### src/dma_pkg.sv
// dma copy engine shared definitions
// descriptor layout, read FSM states, status record and burst limits
package dma_pkg;

   localparam int ADDR_W      = 32;
   localparam int LENGTH_W    = 16;
   localparam int BURST_LEN_W = 4;
   localparam int PERF_CNTR_W = 32;

   // burst length field holds beats minus one
   localparam int BURST_BEATS = 1 << BURST_LEN_W;
   localparam logic [BURST_LEN_W-1:0] MAX_BURST_LEN = '1;

   typedef struct packed {
      logic [ADDR_W-1:0]   src_addr;
      logic [ADDR_W-1:0]   dst_addr;
      logic [LENGTH_W-1:0] length;
   } t_dma_descriptor;

   // one-hot read states
   typedef enum logic [3:0] {
      IDLE            = 4'b0001,
      ADDR_SETUP      = 4'b0010,
      CP_RSP_TO_FIFO  = 4'b0100,
      WAIT_FOR_WR_RSP = 4'b1000
   } t_rd_state;

   typedef struct packed {
      logic                   busy;
      t_rd_state              rd_state;
      logic [PERF_CNTR_W-1:0] descriptor_count;
      logic [PERF_CNTR_W-1:0] rd_clk_cnt;
      logic [PERF_CNTR_W-1:0] rd_valid_cnt;
   } t_dma_status;

   // zero length runs as a single beat
   function automatic logic [LENGTH_W-1:0] eff_length(input logic [LENGTH_W-1:0] length);
      logic [LENGTH_W-1:0] len;
      len = length;
      if (length == '0) begin
         len = LENGTH_W'(1);
      end
      return len;
   endfunction

endpackage

### src/dma_fifo_if.sv
// fifo connection bundle
// write side, read side and status flags for one queue
`timescale 1ns/10ps

interface dma_fifo_if #(
   parameter type payload_t = logic
) ();

   logic     wr_en;
   payload_t wr_data;
   logic     almost_full;

   logic     rd_en;
   payload_t rd_data;
   logic     empty;

   modport wr_out (
      output wr_en, wr_data,
      input  almost_full
   );

   modport rd_in (
      output rd_en,
      input  rd_data, empty
   );

   modport fifo (
      input  wr_en, wr_data, rd_en,
      output almost_full, rd_data, empty
   );

endinterface

### src/dma_fifo.sv
// synchronous fifo with a configurable payload type
// head word is always visible on rd_data, rd_en pops it
`timescale 1ns/10ps

module dma_fifo #(
   parameter type payload_t          = logic,
   parameter int  DEPTH              = 4,
   parameter int  ALMOST_FULL_MARGIN = 0
)(
   input logic      clk,
   input logic      reset_n,
   dma_fifo_if.fifo fifo
);

   localparam int PTR_W = (DEPTH > 1) ? $clog2(DEPTH) : 1;
   localparam int CNT_W = $clog2(DEPTH + 1);

   payload_t            mem [DEPTH];
   logic [PTR_W-1:0]    wr_ptr;
   logic [PTR_W-1:0]    rd_ptr;
   logic [CNT_W-1:0]    count;
   logic                push;
   logic                pop;

   assign push = fifo.wr_en && (count != CNT_W'(DEPTH));
   assign pop  = fifo.rd_en && (count != '0);

   assign fifo.empty       = (count == '0);
   assign fifo.almost_full = (CNT_W'(DEPTH) - count) <= CNT_W'(ALMOST_FULL_MARGIN);
   assign fifo.rd_data     = mem[rd_ptr];

   always_ff @(posedge clk) begin
      if (push) begin
         mem[wr_ptr] <= fifo.wr_data;
      end
   end

   always_ff @(posedge clk) begin
      if (!reset_n) begin
         wr_ptr <= '0;
         rd_ptr <= '0;
         count  <= '0;
      end else begin
         if (push) begin
            wr_ptr <= (wr_ptr == PTR_W'(DEPTH - 1)) ? '0 : wr_ptr + 1'b1;
         end
         if (pop) begin
            rd_ptr <= (rd_ptr == PTR_W'(DEPTH - 1)) ? '0 : rd_ptr + 1'b1;
         end
         // simultaneous push and pop leaves occupancy unchanged
         case ({push, pop})
            2'b10:   count <= count + 1'b1;
            2'b01:   count <= count - 1'b1;
            default: count <= count;
         endcase
      end
   end

endmodule

### src/read_src_fsm.sv
// source read state machine
// splits a descriptor into bursts and copies returned beats into the data fifo
`timescale 1ns/10ps

module read_src_fsm #(
   parameter int DATA_W = 32
)(
   input  logic                           clk,
   input  logic                           reset_n,
   input  logic                           wr_fsm_done,
   dma_fifo_if.rd_in                      desc,
   dma_fifo_if.wr_out                     data,
   output logic                           ar_valid,
   input  logic                           ar_ready,
   output logic [dma_pkg::ADDR_W-1:0]     ar_addr,
   output logic [dma_pkg::BURST_LEN_W-1:0] ar_len,
   input  logic                           r_valid,
   input  logic                           r_last,
   output logic                           r_ready,
   input  logic [DATA_W-1:0]              r_data,
   output dma_pkg::t_rd_state             rd_state,
   output logic                           busy,
   output logic                           beat_accepted,
   output logic                           xfer_start,
   output logic                           descriptor_done
);

   import dma_pkg::*;

   localparam int BURSTS_W    = LENGTH_W - BURST_LEN_W + 1;
   localparam int BURST_BYTES = BURST_BEATS * DATA_W / 8;

   t_rd_state              state;
   t_rd_state              next;
   logic [LENGTH_W-1:0]    len_m1;
   logic [BURSTS_W-1:0]    num_bursts;
   logic [BURSTS_W-1:0]    rlast_cnt;
   logic [BURSTS_W-1:0]    next_idx;
   logic [BURST_LEN_W-1:0] last_len;
   logic [BURST_LEN_W-1:0] next_len;
   logic                   rlast_acc;
   logic                   final_rlast;

   // head stays put until the pop at the end of the descriptor
   assign len_m1     = eff_length(desc.rd_data.length) - 1'b1;
   assign num_bursts = BURSTS_W'(len_m1 >> BURST_LEN_W) + 1'b1;
   assign last_len   = len_m1[BURST_LEN_W-1:0];

   assign rlast_acc   = r_valid && r_ready && r_last;
   assign final_rlast = rlast_acc && ((rlast_cnt + 1'b1) == num_bursts);

   // index of the burst about to be issued
   assign next_idx = (state == IDLE) ? '0 : rlast_cnt + 1'b1;
   assign next_len = (next_idx == (num_bursts - 1'b1)) ? last_len : MAX_BURST_LEN;

   always_comb begin
      next = state;
      unique case (state)
         IDLE: begin
            if (!desc.empty) next = ADDR_SETUP;
         end
         ADDR_SETUP: begin
            if (ar_valid && ar_ready) next = CP_RSP_TO_FIFO;
         end
         CP_RSP_TO_FIFO: begin
            if (final_rlast) next = WAIT_FOR_WR_RSP;
            else if (rlast_acc) next = ADDR_SETUP;
         end
         WAIT_FOR_WR_RSP: begin
            if (wr_fsm_done) next = IDLE;
         end
         default: next = IDLE;
      endcase
   end

   always_ff @(posedge clk) begin
      if (!reset_n) begin
         state     <= IDLE;
         ar_valid  <= 1'b0;
         rlast_cnt <= '0;
      end else begin
         state    <= next;
         ar_valid <= (next == ADDR_SETUP);
         if (state == IDLE) begin
            rlast_cnt <= '0;
         end else if (rlast_acc) begin
            rlast_cnt <= rlast_cnt + 1'b1;
         end
      end
   end

   // address and length load on entry to ADDR_SETUP
   always_ff @(posedge clk) begin
      if (next == ADDR_SETUP && state != ADDR_SETUP) begin
         ar_len <= next_len;
         if (state == IDLE) begin
            ar_addr <= desc.rd_data.src_addr;
         end else begin
            ar_addr <= ar_addr + ADDR_W'(BURST_BYTES);
         end
      end
   end

   // data beats go straight into the fifo
   assign r_ready      = (state == CP_RSP_TO_FIFO) && !data.almost_full;
   assign data.wr_en   = r_valid && r_ready;
   assign data.wr_data = r_data;

   assign desc.rd_en      = (state == WAIT_FOR_WR_RSP) && wr_fsm_done;
   assign descriptor_done = desc.rd_en;

   assign rd_state      = state;
   assign busy          = (state != IDLE);
   assign beat_accepted = r_valid && r_ready;
   assign xfer_start    = (state == IDLE) && (next == ADDR_SETUP);

endmodule

### src/dma_perf_cntr.sv
// performance counters for the read path
// busy cycles and accepted beats per descriptor, plus finished descriptor count
`timescale 1ns/10ps

module dma_perf_cntr (
   input  logic                 clk,
   input  logic                 reset_n,
   input  logic                 busy,
   input  logic                 xfer_start,
   input  logic                 beat_accepted,
   input  logic                 descriptor_done,
   output dma_pkg::t_dma_status status
);

   import dma_pkg::*;

   logic [PERF_CNTR_W-1:0] clk_cnt;
   logic [PERF_CNTR_W-1:0] valid_cnt;
   logic [PERF_CNTR_W-1:0] desc_cnt;

   always_ff @(posedge clk) begin
      if (!reset_n) begin
         clk_cnt   <= '0;
         valid_cnt <= '0;
         desc_cnt  <= '0;
      end else begin
         if (xfer_start) begin
            clk_cnt   <= '0;
            valid_cnt <= '0;
         end else if (busy) begin
            clk_cnt   <= clk_cnt + 1'b1;
            valid_cnt <= valid_cnt + PERF_CNTR_W'(beat_accepted);
         end
         if (descriptor_done) desc_cnt <= desc_cnt + 1'b1;
      end
   end

   // state field comes from the read FSM at the top
   assign status = '{busy: busy, rd_state: t_rd_state'('0), descriptor_count: desc_cnt,
                     rd_clk_cnt: clk_cnt, rd_valid_cnt: valid_cnt};

endmodule

### src/write_dst_fsm.sv
// destination write state machine
// drains the data fifo to the write port and flags the end of each descriptor
`timescale 1ns/10ps

module write_dst_fsm #(
   parameter int DATA_W = 32
)(
   input  logic                       clk,
   input  logic                       reset_n,
   dma_fifo_if.rd_in                  desc,
   dma_fifo_if.rd_in                  data,
   output logic                       w_valid,
   input  logic                       w_ready,
   output logic [dma_pkg::ADDR_W-1:0] w_addr,
   output logic [DATA_W-1:0]          w_data,
   output logic                       w_last,
   output logic                       wr_fsm_done
);

   import dma_pkg::*;

   localparam int BEAT_SHIFT = $clog2(DATA_W / 8);

   typedef enum logic {
      WR_IDLE,
      WR_STREAM
   } t_wr_state;

   t_wr_state           state;
   logic [LENGTH_W-1:0] beat_cnt;
   logic [LENGTH_W-1:0] len;
   logic                beat_taken;

   assign len        = eff_length(desc.rd_data.length);
   assign w_valid    = (state == WR_STREAM) && !data.empty && (beat_cnt < len);
   assign w_data     = data.rd_data;
   assign w_addr     = desc.rd_data.dst_addr + (ADDR_W'(beat_cnt) << BEAT_SHIFT);
   assign w_last     = (beat_cnt == len - 1'b1);
   assign beat_taken = w_valid && w_ready;

   assign data.rd_en = beat_taken;

   always_ff @(posedge clk) begin
      if (!reset_n) begin
         state       <= WR_IDLE;
         beat_cnt    <= '0;
         wr_fsm_done <= 1'b0;
      end else begin
         wr_fsm_done <= beat_taken && w_last;
         case (state)
            WR_IDLE: begin
               beat_cnt <= '0;
               if (!desc.empty) state <= WR_STREAM;
            end
            WR_STREAM: begin
               // the read side pops the head in the done cycle,
               // so idle sees the next entry
               if (wr_fsm_done) begin
                  state    <= WR_IDLE;
                  beat_cnt <= '0;
               end else if (beat_taken) begin
                  beat_cnt <= beat_cnt + 1'b1;
               end
            end
            default: state <= WR_IDLE;
         endcase
      end
   end

endmodule

### src/dma_top.sv
// single channel dma copy engine
// descriptor queue, read and write state machines, data fifo and counters
`timescale 1ns/10ps

module dma_top #(
   parameter int DATA_W     = 32,
   parameter int DESC_DEPTH = 4,
   parameter int DATA_DEPTH = 32
)(
   input  logic                            clk,
   input  logic                            reset_n,
   input  logic                            desc_valid,
   output logic                            desc_ready,
   input  logic [dma_pkg::ADDR_W-1:0]      desc_src_addr,
   input  logic [dma_pkg::ADDR_W-1:0]      desc_dst_addr,
   input  logic [dma_pkg::LENGTH_W-1:0]    desc_length,
   output logic                            ar_valid,
   input  logic                            ar_ready,
   output logic [dma_pkg::ADDR_W-1:0]      ar_addr,
   output logic [dma_pkg::BURST_LEN_W-1:0] ar_len,
   input  logic                            r_valid,
   output logic                            r_ready,
   input  logic [DATA_W-1:0]               r_data,
   input  logic                            r_last,
   output logic                            w_valid,
   input  logic                            w_ready,
   output logic [dma_pkg::ADDR_W-1:0]      w_addr,
   output logic [DATA_W-1:0]               w_data,
   output logic                            w_last,
   output logic                            busy,
   output dma_pkg::t_rd_state              rd_state,
   output logic [dma_pkg::PERF_CNTR_W-1:0] descriptor_count,
   output logic [dma_pkg::PERF_CNTR_W-1:0] rd_clk_cnt,
   output logic [dma_pkg::PERF_CNTR_W-1:0] rd_valid_cnt
);

   import dma_pkg::*;

   logic        wr_fsm_done;
   logic        rd_busy;
   logic        xfer_start;
   logic        beat_accepted;
   logic        descriptor_done;
   t_rd_state   fsm_state;
   t_dma_status perf_status;
   t_dma_status status;

   dma_fifo_if #(.payload_t(t_dma_descriptor))    desc_if ();
   dma_fifo_if #(.payload_t(logic [DATA_W-1:0])) data_if ();

   // margin of zero makes almost_full the full flag
   assign desc_ready      = !desc_if.almost_full;
   assign desc_if.wr_en   = desc_valid && desc_ready;
   assign desc_if.wr_data = '{src_addr: desc_src_addr, dst_addr: desc_dst_addr,
                              length: desc_length};

   dma_fifo #(.payload_t(t_dma_descriptor), .DEPTH(DESC_DEPTH), .ALMOST_FULL_MARGIN(0))
      u_desc_fifo (.clk(clk), .reset_n(reset_n), .fifo(desc_if.fifo));

   dma_fifo #(.payload_t(logic [DATA_W-1:0]), .DEPTH(DATA_DEPTH), .ALMOST_FULL_MARGIN(1))
      u_data_fifo (.clk(clk), .reset_n(reset_n), .fifo(data_if.fifo));

   read_src_fsm #(.DATA_W(DATA_W)) u_rd_fsm (
      .clk(clk), .reset_n(reset_n), .wr_fsm_done(wr_fsm_done),
      .desc(desc_if.rd_in), .data(data_if.wr_out),
      .ar_valid(ar_valid), .ar_ready(ar_ready), .ar_addr(ar_addr), .ar_len(ar_len),
      .r_valid(r_valid), .r_last(r_last), .r_ready(r_ready), .r_data(r_data),
      .rd_state(fsm_state), .busy(rd_busy), .beat_accepted(beat_accepted),
      .xfer_start(xfer_start), .descriptor_done(descriptor_done)
   );

   write_dst_fsm #(.DATA_W(DATA_W)) u_wr_fsm (
      .clk(clk), .reset_n(reset_n), .desc(desc_if.rd_in), .data(data_if.rd_in),
      .w_valid(w_valid), .w_ready(w_ready), .w_addr(w_addr), .w_data(w_data),
      .w_last(w_last), .wr_fsm_done(wr_fsm_done)
   );

   dma_perf_cntr u_perf (
      .clk(clk), .reset_n(reset_n), .busy(rd_busy), .xfer_start(xfer_start),
      .beat_accepted(beat_accepted), .descriptor_done(descriptor_done),
      .status(perf_status)
   );

   // read FSM state joins the counter record here
   always_comb begin
      status          = perf_status;
      status.rd_state = fsm_state;
   end

   assign busy             = status.busy;
   assign rd_state         = status.rd_state;
   assign descriptor_count = status.descriptor_count;
   assign rd_clk_cnt       = status.rd_clk_cnt;
   assign rd_valid_cnt     = status.rd_valid_cnt;

endmodule

### config.mk
export PLATFORM = sky130hd
export DESIGN_NAME = dma_top
export DESIGN_NICKNAME = d
export VERILOG_FILES = /design/src/dma_pkg.sv /design/src/dma_fifo_if.sv /design/src/dma_fifo.sv /design/src/read_src_fsm.sv /design/src/dma_perf_cntr.sv /design/src/write_dst_fsm.sv /design/src/dma_top.sv
export SDC_FILE = /design/constraint.sdc
export NUM_CORES = 2
export LEC_CHECK = 0
export ABC_AREA = 1
export BUFFER_PORTS_ARGS = -buffer_cell sky130_fd_sc_hd__buf_2
export CORE_MARGIN = 2
export CORE_UTILIZATION = 40
export DETAILED_ROUTE_END_ITERATION = 10
export HOLD_SLACK_MARGIN = 0.1
export PLACE_DENSITY = 0.66
export SYNTH_ARGS = -nofsm -noshare
export SYNTH_HDL_FRONTEND = slang
export SYNTH_SLANG_ARGS = --single-unit
export TNS_END_PERCENT = 50
### constraint.sdc
create_clock -name clk -period 7.2 [get_ports clk]
set_clock_uncertainty 0.05 [all_clocks]
set_input_delay 2.16 -clock clk [delete_from_list [all_inputs] [get_ports clk]]
set_output_delay 2.16 -clock clk [all_outputs]
set_load 0.1 [all_outputs]
; After elaboration in Yosys (flattened, before gate mapping)
; Memory sizes are Yosys's and may differ from the RTL's. A register that Yosys moved wholly into a read port is not among the register bits.
; Index checks and enable logic that the tools add are counted.
[totals]
word_cells = 123
latchBits = 0
register_bits = 191
output_inout_bits = 206
rom_bits = 0
ramBits = 1344
inputBits = 119
n_memories = 2
[memory_table]
columns = memory, depth, width, rd, rd_ports_with_merged_regs, write_ports, line_no
row1 = u_data_fifo.mem, 32, 32, 1, 1, 1, dma_fifo.sv:18  ; payload_t mem [DEPTH];
row2 = u_desc_fifo.mem, 4, 80, 1, 1, 1, dma_fifo.sv:18
[op_classes]
n_lt_le_gt_ge = 3
shifts = 0
addsub = 20
div = 0
reduce_logical = 29
n_bitwise = 2
mul = 0
n_mux = 29
n_eq_ne = 21
[ops]
columns = cell, count
row1 = $add A32 B1 Y32 const B, 2
row2 = $mux W16, 3
row3 = $add A32 B1 Y32, 1
row4 = $add A32 B18 Y32, 1
row5 = $add A32 B7 Y32 const B, 1
row6 = $mux W32, 1
row7 = $pmux W16 S2, 1
row8 = $eq A13 B13 Y1, 2
row9 = $mux W4, 5
row10 = $mux W5, 4
row11 = $logic_and A1 B1 Y1, 17
row12 = $add A16 B1 Y16 const B, 1
row13 = $eq A16 B16 Y1, 1
row14 = $logic_not A16 Y1, 1
row15 = $lt A16 B16 Y1, 1
row16 = $pmux W4 S4, 1
row17 = $sub A16 B1 Y16 const B, 1
row18 = $add A12 B1 Y13 const B, 1
row19 = $add A13 B1 Y13 const B, 1
row20 = $mux W13, 1
row21 = $sub A13 B1 Y13 const B, 1
row22 = $pmux W6 S2, 1
row23 = $add A5 B1 Y5 const B, 2
row24 = $eq A5 B5 Y1 const B, 2
row25 = 32 further kinds, 51

; Logic depth before layout (Yosys ltp)
[depth]
ltp_word = 12
mapped_depth = 37
ltp_nobuf = 34

; Worst setup path before layout
; Ideal clock, no wire load.
[synth_path]
path_kind = register to output
startpoint = register with a tool-made name
endpoint = output w_addr[28] (netlist bit)
path_slack_ps = -689
stages_incl_launch_ff = 26
required_time_ps = 4990
t_arrival_ps = 5679
n_path_buf = 7
path_cell_list = dfxtp_1 -> buf_6 -> buf_4 -> clkbuf_1 -> clkbuf_1 -> clkbuf_1 -> clkbuf_1 -> buf_1 -> nor2_1 -> o22ai_1 -> ha_1 -> inv_1 -> fa_1 -> nor2_1 -> a211oi_1 -> o21ai_0 -> nand3_1 -> nand2_1 -> a21oi_1 -> inv_1 -> a21oi_1 -> o21ai_0 -> nand3_1 -> inv_1 -> nand3_1 -> xor2_1
[synth_lines]
columns = element, line_no
row1 = to (decl), dma_top.sv:27  ; output logic [dma_pkg::ADDR_W-1:0] w_addr,

==> results.py <==
metrics = {
    "yosys": {
        "postSynth.asyncResetShare_pct": 0,
        "avgSynthCellArea_sq_um": 11.95,
        "synthCells": 5375,
        "yosysWarnings": 0,
        "yosysTopAreaCell": "edfxtp_1",
        "synth_top_area_share_pct": 64.52,
        "syn_area_sq_um": 64220,
        "synth_seq_cells": 1542,
        "ys_types": 70,
        "syn-num-nets": 5558,
        "synth_edf_count": 1380,
        "ys_seq_area_share_pct": 69.57,
        "netlist_top_cells_area": "edfxtp_1 65%, o21ai_0 5.6%, nor2_1 5.4%, dfxtp_1 5.0%, o221ai_1 2.6%",
        "synthFlopType": "edfxtp_1",
    },
    "cts": {
        "htreeDepth": 4,
        "cts_made_buffers": 160,
        "ctsHoldBuffers": 0,
        "cts_buffer_depth": 3,
        "clkSinkCount": 1542,
        "tritoncts": "yes",
        "clkLatencyLatePin_ns": 0.81,
        "cts.clk_slew.worst_paths_ns": 0.06,
        "cts_root_buffer": "clkbuf_16",
    },
    "global_route": {
        "grt.overflow.total": 0,
        "antenna_found_initial": 42,
        "track_usage_pct": 21.32,
        "grt_pass1_wl_microns": 264300,
        "grt_max_degree": 233,
        "grt_pass1_vias": 42240,
    },
    "route": {
        "post-route-drc-count": 0,
        "viasPerCell": 5.606,
        "dr.pass1.iters": 6,
        "first_iter_violations": 4747,
        "finalWirelength_microns": 178300,
        "via_count": 44130,
        "ant_nets": 0,
        "wl_per_cell_microns": 22.65,
    },
    "power": {
        "leakage_nw": 25.19,
        "power.share.clock_pct": 39.7,
        "p_per_area_nw_per_um2": 270.2,
        "switchingPower_mw": 5.185,
        "seq_power_share_pct": 50.8,
        "sw_frac_of_total_pct": 25.98,
        "p_int_mw": 14.77,
        "irDropWorstVdd_uv": 270.6,
        "finalPower_mw": 19.96,
        "pwr-share-comb_pct": 9.5,
    },
    "placed_design": {
        "dp_hpwl_microns": 102600,
        "gp_congestion": 0.8588,
        "port_buffers": 324,
    },
    "finish": {
        "n_fill_cell": 14240,
        "area_growth_pct": 15.01,
        "nets": 5836,
        "final_core_util_pct": 46.16,
        "drive_gt1_share_pct": 14.21,
        "layout_common_cells": "1380 x edfxtp_1, 891 x nor2_1, 716 x o21ai_0",
        "layout_commonest_cell": "edfxtp_1",
    },
    "timing": {
        "rsz0062_at_grt": "yes",
        "setup_violations": 0,
        "hold_ws_ns": 0.4351,
        "period_needed_ns": 6.865,
        "tightestPinTransition_ns": 1.195,
        "fin_setup_tns_ns": 0,
        "timing.fmax_ghz": 0.1457,
        "slew_headroom_pct": 20.37,
        "post-route-period-util_pct": 95.35,
        "slew_viol_final": 0,
        "hold_viol_final": 0,
    },
    "die": {
        "start_util_pct": 40.14,
        "core_sq_um": 160000,
        "die_h_microns": 404.7,
        "rows": 147,
        "dieArea_sq_um": 163800,
        "num_io_pins": 325,
        "die_width_microns": 404.7,
    },
    "run": {
        "max_cap_viol_count": 0,
    },
    "worst_setup_path": {
        "critPathCaptureType": "primary output",
        "required_ns": 4.99,
        "cp_max_fo": 50,
        "worstPathArrival_ns": 4.66,
        "critPathKind": "reg -> out",
        "start_kind": "flop",
    },
    "run_status": {
        "status": "complete, no violations",
    },
    "min_path": {
        "hp-class": "reg -> reg",
    },
}
## area by class of cell
type | count | area, sq um | share of cell area, %
flip-flops and latches | 1542 | 44700 | 60.52
well taps | 2086 | 2610 | 3.534
inverters | 260 | 1006 | 1.362
repair buffers | 412 | 2748 | 3.720
multi-input cells | 3277 | 17750 | 24.04
clock buffers | 209 | 4260 | 5.768
clock inverters | 69 | 742.0 | 1.005
diodes | 16 | 40.04 | 0.05421
## sequential cells by signal, summed over array words and instances, names as in the netlist, named ones only
name                  flops
u_rd_fsm.rd_state         4
u_desc_fifo.wr_ptr        2
u_rd_fsm.ar_addr         32
u_wr_fsm.beat_cnt        16
u_rd_fsm.ar_len           4
u_perf.valid_cnt         32
u_rd_fsm.rlast_cnt       13
u_perf.clk_cnt           32
u_rd_fsm.ar_valid         1
u_desc_fifo.mem         320
u_data_fifo.count         6
u_desc_fifo.rd_ptr        2
u_data_fifo.wr_ptr        5
u_wr_fsm.state            1
u_data_fifo.rd_ptr        5
u_wr_fsm.wr_fsm_done      1
u_perf.desc_cnt          32
u_desc_fifo.count         3
u_data_fifo.mem        1024
## Yosys cell counts (61+ instances only)
cell,count
a21oi_1,141
nor2_1,924
xor2_1,70
nor3_1,77
dfxtp_1,162
clkbuf_1,265
ha_1,61
o22ai_1,105
inv_1,234
o221ai_1,192
edfxtp_1,1380
o21ai_0,719
nand2_1,440
nand3_1,185
## power by group through the flow
stage / Combinational (mW) / Clock [mW] / Sequential, mW
floorplan: 0.664 / 0 / 11.0
global placement: 1.87 / 0 / 10.3
detailed placement: 1.88 / 0 / 10.3
CTS: 1.89 / 8.05 / 10.1
global route: 2.01 / 8.40 / 10.2
finish: 1.89 / 7.93 / 10.1
## metrics by stage
stage          cells  cell area, sq um  setup slack [ns]
2_1_floorplan   5375             64290           -0.3253
3_3_place_gp    7575             68700            0.6113
3_5_place_dp    7575             68700            0.5429
4_1_cts         7853             73710          0.002302
5_1_grt         7861             73840          -0.03762
6_report        7871             73860            0.3345
## repair_timing
action / in CTS / in global routing
pin swaps: 0 / 1
setup endpoints to repair: 11 / 11
resized for setup: 5 / 21
gates cloned: 0 / 1
buffers inserted: 0 / 1
## routing by layer
metal	global-route usage (%)	part of all wire [%]
met1	27.19	40
met2	34.88	48
met3	5.282	8.6
met4	8.464	3.5
met5	0	0.14
## path summary, 6_finish.rpt
path                        from                    to  slack (ns)  depth (start not counted)
max reg2reg                 flop  u_rd_fsm.ar_addr[12]        1.59                         32
min reg2reg  u_perf.valid_cnt[0]   u_perf.valid_cnt[0]        0.44                          2
max                         flop            w_addr[30]        0.33                         22
min          u_perf.valid_cnt[0]   u_perf.valid_cnt[0]        0.44                          2
## kinds of logic after synthesis
kind of cell,synth area share (%)
AOI/OAI and AO/OA,11.90
DFF,69.57
adders and majority gates,1.282
buffers and inverters,3.351
xor gates and xnor gates,1.461
and+or+nand+nor,12.43
## worst max-delay path, cell delays in order (launching register included)
cell and delay (ns):
dfxtp_4 0.42, buf_16 0.22, o21ai_0 0.12, o22ai_1 0.19, ha_1 0.18, inv_1 0.06, fa_1 0.41, nor2_1 0.17
a211oi_2 0.06, o21ai_1 0.22, nand3_1 0.11, nand2_1 0.13, a21oi_1 0.11, inv_1 0.07, a21oi_1 0.10, o21ai_2 0.22
nand3_1 0.18, inv_1 0.13, nand3_1 0.15, nor3_2 0.18, xnor2_1 0.15, inv_1 0.09, buf_12 0.17
Note: power is estimated with default switching activity, not from simulation.
